$ cat src/common/mips_dev_pkg.sv
package mips_dev_pkg;

	// data and address words on the device bus
	typedef logic [31:0] word_t;

	// hardware interrupt lines 7..2, as the CPU sees them
	typedef logic [7:2] hwirq_t;

	// interrupt line of each timer inside hwirq_t
	localparam int HWIRQ_TIMER0 = 2;
	localparam int HWIRQ_TIMER1 = 3;

	// register select, taken from word offset bits 3:2
	typedef enum logic [1:0] {
		REG_CTRL   = 2'd0,
		REG_PRESET = 2'd1,
		REG_COUNT  = 2'd2,
		REG_NONE   = 2'd3
	} timer_reg_e;

	// CTRL layout
	localparam int CTRL_WIDTH   = 4;
	localparam int CTRL_EN      = 0;
	localparam int CTRL_MODE_LO = 1;
	localparam int CTRL_MODE_HI = 2;
	localparam int CTRL_IM      = 3;

	// mode codes in CTRL[2:1]
	localparam logic [1:0] MODE_ONESHOT = 2'd0;
	localparam logic [1:0] MODE_RELOAD  = 2'd1;

	// each timer decodes a 16 byte window
	localparam int TIMER_WIN_BITS = 4;

	// default timer windows
	localparam word_t TIMER0_BASE_DEFAULT = 32'h0000_7F00;
	localparam word_t TIMER1_BASE_DEFAULT = 32'h0000_7F10;

endpackage

$ cat src/common/dev_bus_if.sv
interface dev_bus_if;
	import mips_dev_pkg::*;

	// register access from the bridge
	timer_reg_e reg_sel;
	logic       write_enable;
	word_t      write_data;

	// returned by the timer
	word_t      read_data;
	logic       irq;

	modport bridge (
		output reg_sel,
		output write_enable,
		output write_data,
		input  read_data,
		input  irq
	);

	modport timer (
		input  reg_sel,
		input  write_enable,
		input  write_data,
		output read_data,
		output irq
	);

endinterface

$ cat src/bridge/bridge.sv
module bridge #(
	parameter mips_dev_pkg::word_t TIMER0_BASE = mips_dev_pkg::TIMER0_BASE_DEFAULT,
	parameter mips_dev_pkg::word_t TIMER1_BASE = mips_dev_pkg::TIMER1_BASE_DEFAULT
) (
	input  logic                   clk,
	input  logic                   rst_n,

	// CPU data-memory side
	input  logic                   bus_valid,
	output logic                   bus_ready,
	input  mips_dev_pkg::word_t    bus_addr,
	input  logic                   bus_write_enable,
	input  mips_dev_pkg::word_t    bus_write_data,

	output logic                   rsp_valid,
	output mips_dev_pkg::word_t    rsp_read_data,
	output logic                   rsp_error,
	output mips_dev_pkg::hwirq_t   hwirq,

	// timer register buses
	dev_bus_if.bridge              timer0,
	dev_bus_if.bridge              timer1
);
	import mips_dev_pkg::*;

	logic       accept;
	logic       aligned;
	logic       hit0;
	logic       hit1;
	logic       mapped;
	timer_reg_e offset_sel;
	word_t      sel_read_data;

	assign accept = bus_valid & bus_ready;

	// address decode
	assign aligned = (bus_addr[1:0] == 2'b00);
	assign hit0    = (bus_addr[31:TIMER_WIN_BITS] == TIMER0_BASE[31:TIMER_WIN_BITS]);
	assign hit1    = (bus_addr[31:TIMER_WIN_BITS] == TIMER1_BASE[31:TIMER_WIN_BITS]);
	assign mapped  = aligned & (hit0 | hit1);

	// word offset inside the window picks the register
	assign offset_sel = timer_reg_e'(bus_addr[TIMER_WIN_BITS-1:2]);

	// timer0 has priority should the windows ever overlap
	assign timer0.reg_sel      = (mapped && hit0) ? offset_sel : REG_NONE;
	assign timer0.write_data   = bus_write_data;
	assign timer0.write_enable = accept & bus_write_enable & mapped & hit0;

	assign timer1.reg_sel      = (mapped && !hit0 && hit1) ? offset_sel : REG_NONE;
	assign timer1.write_data   = bus_write_data;
	assign timer1.write_enable = accept & bus_write_enable & mapped & !hit0 & hit1;

	// deselected timers read zero, so this mux is just a priority pick
	always_comb begin
		sel_read_data = '0;
		if (hit0) begin
			sel_read_data = timer0.read_data;
		end else if (hit1) begin
			sel_read_data = timer1.read_data;
		end
	end

	// no stalls, ready once out of reset
	always_ff @(posedge clk or negedge rst_n) begin
		if (!rst_n) begin
			bus_ready <= 1'b0;
		end else begin
			bus_ready <= 1'b1;
		end
	end

	// one response per accepted request, the cycle after
	always_ff @(posedge clk or negedge rst_n) begin
		if (!rst_n) begin
			rsp_valid <= 1'b0;
			rsp_error <= 1'b0;
		end else begin
			rsp_valid <= accept;
			rsp_error <= accept & !mapped;
		end
	end

	// value as it was before the accepting edge
	always_ff @(posedge clk) begin
		if (accept) begin
			if (bus_write_enable || !mapped) begin
				rsp_read_data <= '0;
			end else begin
				rsp_read_data <= sel_read_data;
			end
		end
	end

	// interrupt vector, unused lines stay low
	always_comb begin
		hwirq               = '0;
		hwirq[HWIRQ_TIMER0] = timer0.irq;
		hwirq[HWIRQ_TIMER1] = timer1.irq;
	end

endmodule

$ cat src/timer/timer.sv
module timer (
	input  logic      clk,
	input  logic      rst_n,
	dev_bus_if.timer  bus
);
	import mips_dev_pkg::*;

	logic [CTRL_WIDTH-1:0] ctrl;
	word_t                 preset;
	word_t                 count;
	logic                  pending;

	logic                  enable;
	logic [1:0]            mode;
	logic                  mask;
	logic                  wr_ctrl;
	logic                  wr_preset;

	// CTRL fields
	assign enable = ctrl[CTRL_EN];
	assign mode   = ctrl[CTRL_MODE_HI:CTRL_MODE_LO];
	assign mask   = ctrl[CTRL_IM];

	// COUNT and the unused offset ignore writes
	assign wr_ctrl   = bus.write_enable && (bus.reg_sel == REG_CTRL);
	assign wr_preset = bus.write_enable && (bus.reg_sel == REG_PRESET);

	always_ff @(posedge clk or negedge rst_n) begin
		if (!rst_n) begin
			ctrl    <= '0;
			preset  <= '0;
			count   <= '0;
			pending <= 1'b0;
		end else if (wr_preset) begin
			// new preset restarts the count
			preset <= bus.write_data;
			count  <= bus.write_data;
		end else if (wr_ctrl) begin
			// rewriting CTRL acknowledges the interrupt
			ctrl    <= bus.write_data[CTRL_WIDTH-1:0];
			pending <= 1'b0;
		end else if (enable) begin
			if (count != '0) begin
				count <= count - word_t'(1);
			end else begin
				pending <= 1'b1;
				case (mode)
					MODE_ONESHOT: begin
						ctrl[CTRL_EN] <= 1'b0;
					end
					MODE_RELOAD: begin
						count <= preset;
					end
					default: begin
						// reserved codes stop like one-shot
						ctrl[CTRL_EN] <= 1'b0;
					end
				endcase
			end
		end
	end

	// register read back
	always_comb begin
		case (bus.reg_sel)
			REG_CTRL: begin
				bus.read_data = word_t'(ctrl);
			end
			REG_PRESET: begin
				bus.read_data = preset;
			end
			REG_COUNT: begin
				bus.read_data = count;
			end
			default: begin
				bus.read_data = '0;
			end
		endcase
	end

	// masked interrupt
	assign bus.irq = pending & mask;

endmodule

$ cat src/source/mips_dev.sv
module mips_dev #(
	parameter mips_dev_pkg::word_t TIMER0_BASE = mips_dev_pkg::TIMER0_BASE_DEFAULT,
	parameter mips_dev_pkg::word_t TIMER1_BASE = mips_dev_pkg::TIMER1_BASE_DEFAULT
) (
	input  logic                 clk,
	input  logic                 rst_n,

	// CPU data-memory request
	input  logic                 bus_valid,
	output logic                 bus_ready,
	input  mips_dev_pkg::word_t  bus_addr,
	input  logic                 bus_write_enable,
	input  mips_dev_pkg::word_t  bus_write_data,

	// response, one cycle after accept
	output logic                 rsp_valid,
	output mips_dev_pkg::word_t  rsp_read_data,
	output logic                 rsp_error,

	output mips_dev_pkg::hwirq_t hwirq
);

	// bridge to timer buses
	dev_bus_if timer0_bus ();
	dev_bus_if timer1_bus ();

	bridge #(
		.TIMER0_BASE(TIMER0_BASE),
		.TIMER1_BASE(TIMER1_BASE)
	) bridge (
		.clk(clk),
		.rst_n(rst_n),

		.bus_valid(bus_valid),
		.bus_ready(bus_ready),
		.bus_addr(bus_addr),
		.bus_write_enable(bus_write_enable),
		.bus_write_data(bus_write_data),

		.rsp_valid(rsp_valid),
		.rsp_read_data(rsp_read_data),
		.rsp_error(rsp_error),
		.hwirq(hwirq),

		.timer0(timer0_bus.bridge),
		.timer1(timer1_bus.bridge)
	);

	timer timer0 (
		.clk(clk),
		.rst_n(rst_n),
		.bus(timer0_bus.timer)
	);

	timer timer1 (
		.clk(clk),
		.rst_n(rst_n),
		.bus(timer1_bus.timer)
	);

endmodule

$ cat config.mk
export PLATFORM = sky130hd
export DESIGN_NAME = mips_dev
export DESIGN_NICKNAME = d
export VERILOG_FILES = /design/src/common/mips_dev_pkg.sv /design/src/common/dev_bus_if.sv /design/src/bridge/bridge.sv /design/src/timer/timer.sv /design/src/source/mips_dev.sv
export SDC_FILE = /design/constraint.sdc
export NUM_CORES = 1
export LEC_CHECK = 0
export BUFFER_PORTS_ARGS = -buffer_cell sky130_fd_sc_hd__buf_2
export CORE_MARGIN = 2
export CORE_UTILIZATION = 54
export DETAILED_ROUTE_END_ITERATION = 6
export PLACE_DENSITY = 0.74
export SYNTH_ARGS = -nofsm -noshare
export SYNTH_HDL_FRONTEND = slang
export SYNTH_SLANG_ARGS = --single-unit
$ cat constraint.sdc
create_clock -name clk -period 2.9 [get_ports clk]
set_clock_uncertainty 0.1 [all_clocks]
set_input_delay 0.58 -clock clk [delete_from_list [all_inputs] [get_ports clk]]
set_output_delay 0.58 -clock clk [all_outputs]
set_load 0.02 [all_outputs]
Word level (Yosys, flattened, before mapping)
Cells that the tools add are included.
- logic and storage cells: 98
- RAM bits: 0
- ROM bits: 0
- memories kept: 0
- output and inout bits: 41
- bits in latches: 0
- input bits: 68
- register bits after elaboration: 173
- reduce and logical (&&, ||, !) cells: 27
- shifts and indexed selects: 0
- div/mod/pow operators: 0
- multiply operators: 0
- $lt $le $gt $ge: 0
- add/subtract/negate cells: 2
- mux-type cells: 30
- equality and inequality tests: 12
- bitwise logic cells: 13
- operator list (operator ; count):
    $mux W32 ; 12
    $pmux W32 S3 ; 2
    $reduce_bool A32 Y1 ; 2
    $sub A32 B1 Y32 const B ; 2
    $eq A28 B11 Y1 const B ; 2
    $mux W1 ; 14
    $reduce_and A3 Y1 ; 4
    $and A1 B1 Y1 ; 10
    $eq A2 B1 Y1 const B ; 4
    $reduce_bool A2 Y1 ; 4
    $logic_and A1 B1 Y1 ; 7
    $logic_not A2 Y1 ; 3
    $reduce_bool A3 Y1 ; 2
    $eq A2 B2 Y1 const B ; 2
    $mux W2 ; 2
    $ne A2 B1 Y1 const B ; 2
    $ne A2 B2 Y1 const B ; 2
    $reduce_and A2 Y1 ; 2
    $logic_not A1 Y1 ; 2
    $not A1 Y1 ; 2
    $logic_or A1 B1 Y1 ; 1
    $or A1 B1 Y1 ; 1

Depth between registers and ports, before layout
- depth after elaboration: 10
- gate-level depth with buffers: 11
- depth with buffers taken out: 8

By module
A second synthesis with hierarchy kept.
- cells, all modules: 1216
- area total of the unflattened synthesis: 10946.7 µm²
- modules (own cells, without submodules) (module ; area an instance (µm²) ; sequential area each (µm²) ; cells each ; instances):
    timer (timer0) ; 4237.8 ; 1726.7 ; 504 ; 1
    timer (timer1) ; 4170.2 ; 1726.7 ; 501 ; 1
    bridge ; 2538.7 ; 1036.0 ; 211 ; 1

Least setup slack after synthesis
OpenSTA, ideal clock, no wires.
- kind: register to register
- start: reg timer0.count[8]
- end: reg timer0.count[16]
- arrival time: 2.874 ns
- clock period less this slack: 3.099 ns
- setup time: 0.126 ns
- slack: -0.199 ns
- cell stages (with the launch flop): 11
- required time: 2.674 ns
- buffers on the path: 4
- cells stage by stage: dfrtp_1 > buf_2 > or4_1 > buf_2 > or4_1 > buf_2 > or4_4 > o211a_4 > buf_2 > a211oi_1 > nor3_1
- cells in the longest elaborated chain, start to end: 5
- elaborated cells on any way between the ends: 8
- those cells by class: add/sub: 1; mux: 4; reduce/logical: 3
- ends and longest elaborated chain (item ; RTL line ; source):
    start, declared ; timer.sv:10 ; word_t count;
    start signal, assigned ; timer.sv:37 ; count <= bus.write_data;
    start signal, assigned ; timer.sv:44 ; count <= count - word_t'(1);
    start signal, assigned ; timer.sv:52 ; count <= preset;
    $sub A32 B1 Y32 / $reduce_bool A32 Y1 (equally long branches) ; timer.sv:44, timer.sv:43 ;
    $mux W32 ; timer.sv:43 ; if (count != '0) begin
    $mux W32 ; timer.sv:42 ; end else if (enable) begin
    $mux W32 ; timer.sv:38 ; end else if (wr_ctrl) begin
    $mux W32 ; timer.sv:34 ; end else if (wr_preset) begin
Parallel ways exist; a longest one is shown, timed or not. The select of a mux whose other input is x is not followed.
A chain may end at the register's enable or synchronous reset.

Worst setup path in the final report
- start: reg timer0.count[13]
- end: reg timer0.count[26]
The elaborated chain is that of the path after synthesis.

==> results.rst <==
.. list-table::
   :header-rows: 1

   * - Metric
     - Value
   * - Outcome
     - finished, violations left
   * - Violations in the final reports
     - DRC, setup timing
   * - Layout cells sized above 1
     - 26.9%
   * - Relative area change from synthesis to final layout
     - 25.4%
   * - Floorplan die area
     - 19300 sq um
   * - Slew margin rel.
     - 24.5%
   * - Sequential fraction of the synthesis area
     - 45.7%
   * - Kind of cell with the highest combined delay on the critical path
     - simple AND/OR/NAND/NOR gates
   * - Quantity of I/O buffers inserted on ports
     - 104
   * - Placed wire-length estimate after detailed placement
     - 25100 um
   * - Number of enable flip-flop cells after synthesis
     - 32
   * - Post-synthesis xor/xnor area fraction
     - 0.980%
   * - Critical Path Start Type
     - flip-flop
   * - Detailed Route Iter0 Violations
     - 1733
   * - Width of the die
     - 139 um
   * - Most used cell along the critical path
     - sky130_fd_sc_hd__or4_4
   * - Maximum number of pins on one net before global-route repair
     - 66
   * - Final number of setup-violating endpoints
     - 26
   * - Type of the tightest min-delay check
     - in2async
   * - Worst slew pin tran
     - 1.13 ns
   * - DRC violations left
     - 2
   * - Buffers & Inverters on Critical Path
     - 1
   * - Global-route wire length before repair
     - 56200 um
   * - Most common library cells after synthesis
     - 283 x sky130_fd_sc_hd__nand2_1, 141 x sky130_fd_sc_hd__dfrtp_1, 97 x sky130_fd_sc_hd__nor2_1
   * - Largest stage delay, worst path
     - 0.57 ns
   * - Number of vias per cell
     - 6.66
   * - Most repeated cell in the gate-level netlist after synthesis
     - sky130_fd_sc_hd__nand2_1
   * - Synthesis Warnings
     - 0
   * - Fin. Hold Viols
     - 0
   * - Reg2reg path depth
     - 7
   * - Start-to-end type of the worst setup path
     - reg2reg
   * - Mapped Area
     - 9830 sq um
   * - Count of cell types in the netlist
     - 66
   * - Number of H-tree levels
     - 4
   * - Ratio of total power to cell area
     - 403 nW/um^2
   * - GRT Util Overall
     - 37.7%
   * - Worst R2R Setup Slack
     - -0.11 ns
   * - Chip Height
     - 139 um
   * - Cell area after placement
     - 11500 sq um
   * - Prevailing post-synth register cell
     - sky130_fd_sc_hd__dfrtp_1
   * - Worst VDD drop
     - 0.000487 V
   * - Worst-case setup margin in the final layout
     - -0.106 ns
   * - Per-cell routed wire length
     - 23.3 um
   * - Number of top-level pins
     - 109
   * - Capturing point of the worst reg2reg path
     - timer0.count[26]
   * - Final slew viol count
     - 0
   * - Worst Path Max Fanout
     - 6
   * - Bufs on Longest Clock Path
     - 2
   * - Post-synthesis share of cell area spent on full adders, half adders and majority gates
     - 0.509%
   * - Final-layout setup total negative slack
     - -1.38 ns
   * - Synthesized netlist cell count
     - 1136
   * - Clock latency at the later pin of the worst-skew pair
     - 0.44 ns
   * - Ranking of synthesized cells by area
     - sky130_fd_sc_hd__dfrtp_1 36%, sky130_fd_sc_hd__nand2_1 11%, sky130_fd_sc_hd__edfxtp_1 9.8%, sky130_fd_sc_hd__nor2_1 3.7%, sky130_fd_sc_hd__a211oi_1 3.5%
   * - Critical path required time
     - 3.11 ns
   * - Clock root buffer
     - sky130_fd_sc_hd__clkbuf_16
   * - Count of maximum capacitance violations
     - 0
   * - Gr ovfl total
     - 0
   * - Asr flop ratio synth
     - 81.5%
   * - Kind of capture point of the worst setup path
     - flip-flop
   * - Clock transition at the register clock pins on the worst setup and hold paths after CTS
     - 0.07 ns
   * - Cell type of the slowest stage on the worst timing path
     - sky130_fd_sc_hd__or4_4
   * - Initial antenna violation count
     - 0
   * - Achievable Freq
     - 0.333 GHz
   * - Minimum period implied by the final worst setup slack
     - 3.01 ns
   * - Gpl congestion
     - 1.04
   * - Via count of the first global-routing pass
     - 9799
   * - Syn avg cell area
     - 8.65 sq um
   * - Share of the synthesized area in the top cell type
     - 35.9%
   * - Drt total wl
     - 36500 um
   * - Simple-Gate Fraction of Synth Area
     - 26.0%
   * - Total stage count of the critical path
     - 7
   * - Critical path destination
     - timer0.count[26]
   * - Post-route cell area
     - 12300 sq um
   * - Detailed-route via count
     - 10400
   * - Number of buffers inserted by hold repair at cts
     - 0
   * - Clock sink count
     - 173
   * - Worst EP arrival
     - 3.22 ns
   * - Number of iterations in the first detailed-routing pass
     - 7
   * - Area of the core
     - 17900 sq um
   * - Cells along the critical path
     - or4_4, or4_4, or4_4, buf_6, o211a_4, a211oi_2, a211oi_2
   * - RSZ-0062 raised after global routing
     - true
   * - Launch instance of the worst register-to-register path
     - timer0.count[13]
   * - Ratio of final minimum period to clock period
     - 104%
   * - Area fraction in compound gates after synthesis
     - 20.3%
   * - CP Launch Point
     - timer0.count[13]
   * - Worst setup timing slack at the placement stage
     - -0.293 ns
   * - Portion of netlist area occupied by mux cells
     - 1.76%
   * - Number of buffers created by CTS
     - 17
   * - Final-stage net count
     - 1390
   * - Cell accounting for the most synthesized area
     - sky130_fd_sc_hd__dfrtp_1
   * - TritonCTS clock tree
     - done
   * - Residual antenna-violating net count after detailed routing
     - 0
   * - Initial Util
     - 54.9%
   * - Leakage
     - 5.86 nW
   * - Largest family of logic cells by synthesized area
     - simple AND/OR/NAND/NOR gates
   * - Number of rows created at floorplan
     - 49
   * - Number of synthesized register bits
     - 173
-- area by class of cell --
| cell class | count | area [sq um] |
|---|---|---|
| fill | 1455 | 5570 |
| multi-input combinational | 864 | 5140 |
| sequential | 173 | 4490 |
| timing repair buffer | 245 | 1760 |
| clock buffer | 19 | 454 |
| tap | 229 | 287 |
| clock inverter | 13 | 128 |
| inverter | 17 | 63.8 |
| antenna | 2 | 5.00 |
-- cells in the final DEF, fill, tap and decap left out, types with 13 or more instances in the layout --
master                      Yosys  routed
sky130_fd_sc_hd__nand2_1      283     282
sky130_fd_sc_hd__dfrtp_1      141     141
sky130_fd_sc_hd__buf_4          8     125
sky130_fd_sc_hd__buf_2          7     103
sky130_fd_sc_hd__nor2_1        97      96
sky130_fd_sc_hd__a21oi_1       46      46
sky130_fd_sc_hd__o21ai_0       48      42
sky130_fd_sc_hd__a211oi_1      46      33
sky130_fd_sc_hd__a222oi_1      32      32
sky130_fd_sc_hd__edfxtp_1      32      32
sky130_fd_sc_hd__nor3_1        36      31
sky130_fd_sc_hd__nand3_1       31      29
sky130_fd_sc_hd__a211oi_2      17      29
sky130_fd_sc_hd__nor4_1        25      21
sky130_fd_sc_hd__o211ai_1      18      18
sky130_fd_sc_hd__clkbuf_16      0      18
sky130_fd_sc_hd__inv_1         17      17
sky130_fd_sc_hd__buf_12         0      13
-- worst min-delay path by stage --
stage | start | end | cells past startpoint
final | rst_n | timer1.count[22] | 1
after global placement | timer1.preset[15] | timer1.preset[15] | 2
after CTS | rst_n | timer1.preset[25] | 1
after floorplan | rst_n | bridge.bus_ready | 0
after global routing | rst_n | timer1.count[25] | 1
after detailed placement | timer0.preset[14] | timer0.preset[14] | 2
-- state kept, by name, summed over array words and instances, names as in the netlist --
signal and flops:
timer1.count 32, timer0.pending 1, timer0.preset 32, timer0.ctrl 4, timer1.preset 32, timer1.ctrl 4
bridge.rsp_valid 1, timer1.pending 1, timer0.count 32, bridge.rsp_error 1, bridge.bus_ready 1, bridge.rsp_read_data 32
-- report_power, final --
group	leakage (nW)	internal, mW	switching [mW]
sequential	2.31	2.47	0.000810
combinational	3.26	0.0555	0.119
clock	0.286	1.25	1.06
-- repair_timing --
item / 4_1_cts / 5_1_grt
resized for setup: 18 / 18
cloned: 5 / 0
setup buffers: 4 / 2
setup endpoints to repair: 32 / 33
pin swaps: 13 / 14
-- per-layer routing --
layer / share of wire, % / track usage [%]
met5: 0 / 0
met4: 6.3 / 19.2
met3: 11 / 9.05
met1: 38 / 50.5
met2: 45 / 57.7
-- through the flow --
stage	instances	utilization (%)	hold WS, ns	total power, mW
after detailed placement	1518	64.1	0.388	2.70
after CTS	1559	68.4	0.0642	4.97
after floorplan	1139	-	0.184	2.56
after global routing	1560	68.8	0.0672	5.08
after global placement	1518	64.1	0.379	2.70
final	1562	68.9	0.0293	4.96
-- worst reg2reg max path: stages (launching register included) --
cell	delay (ns)
sky130_fd_sc_hd__dfrtp_1	0.39
sky130_fd_sc_hd__or4_4	0.54
sky130_fd_sc_hd__or4_4	0.51
sky130_fd_sc_hd__or4_4	0.57
sky130_fd_sc_hd__buf_6	0.16
sky130_fd_sc_hd__o211a_4	0.30
sky130_fd_sc_hd__a211oi_2	0.24
sky130_fd_sc_hd__a211oi_2	0.07
-- cells by family after synthesis --
kind of cell,count (synthesis)
AOI/OAI and AO/OA,270
xor gates and xnor gates,11
adders and majority gates,4
buffers and inverters,106
DFF,173
muxes,12
other,2
and+or+nand+nor,558
No activity file was read; power rests on OpenSTA's default activity.
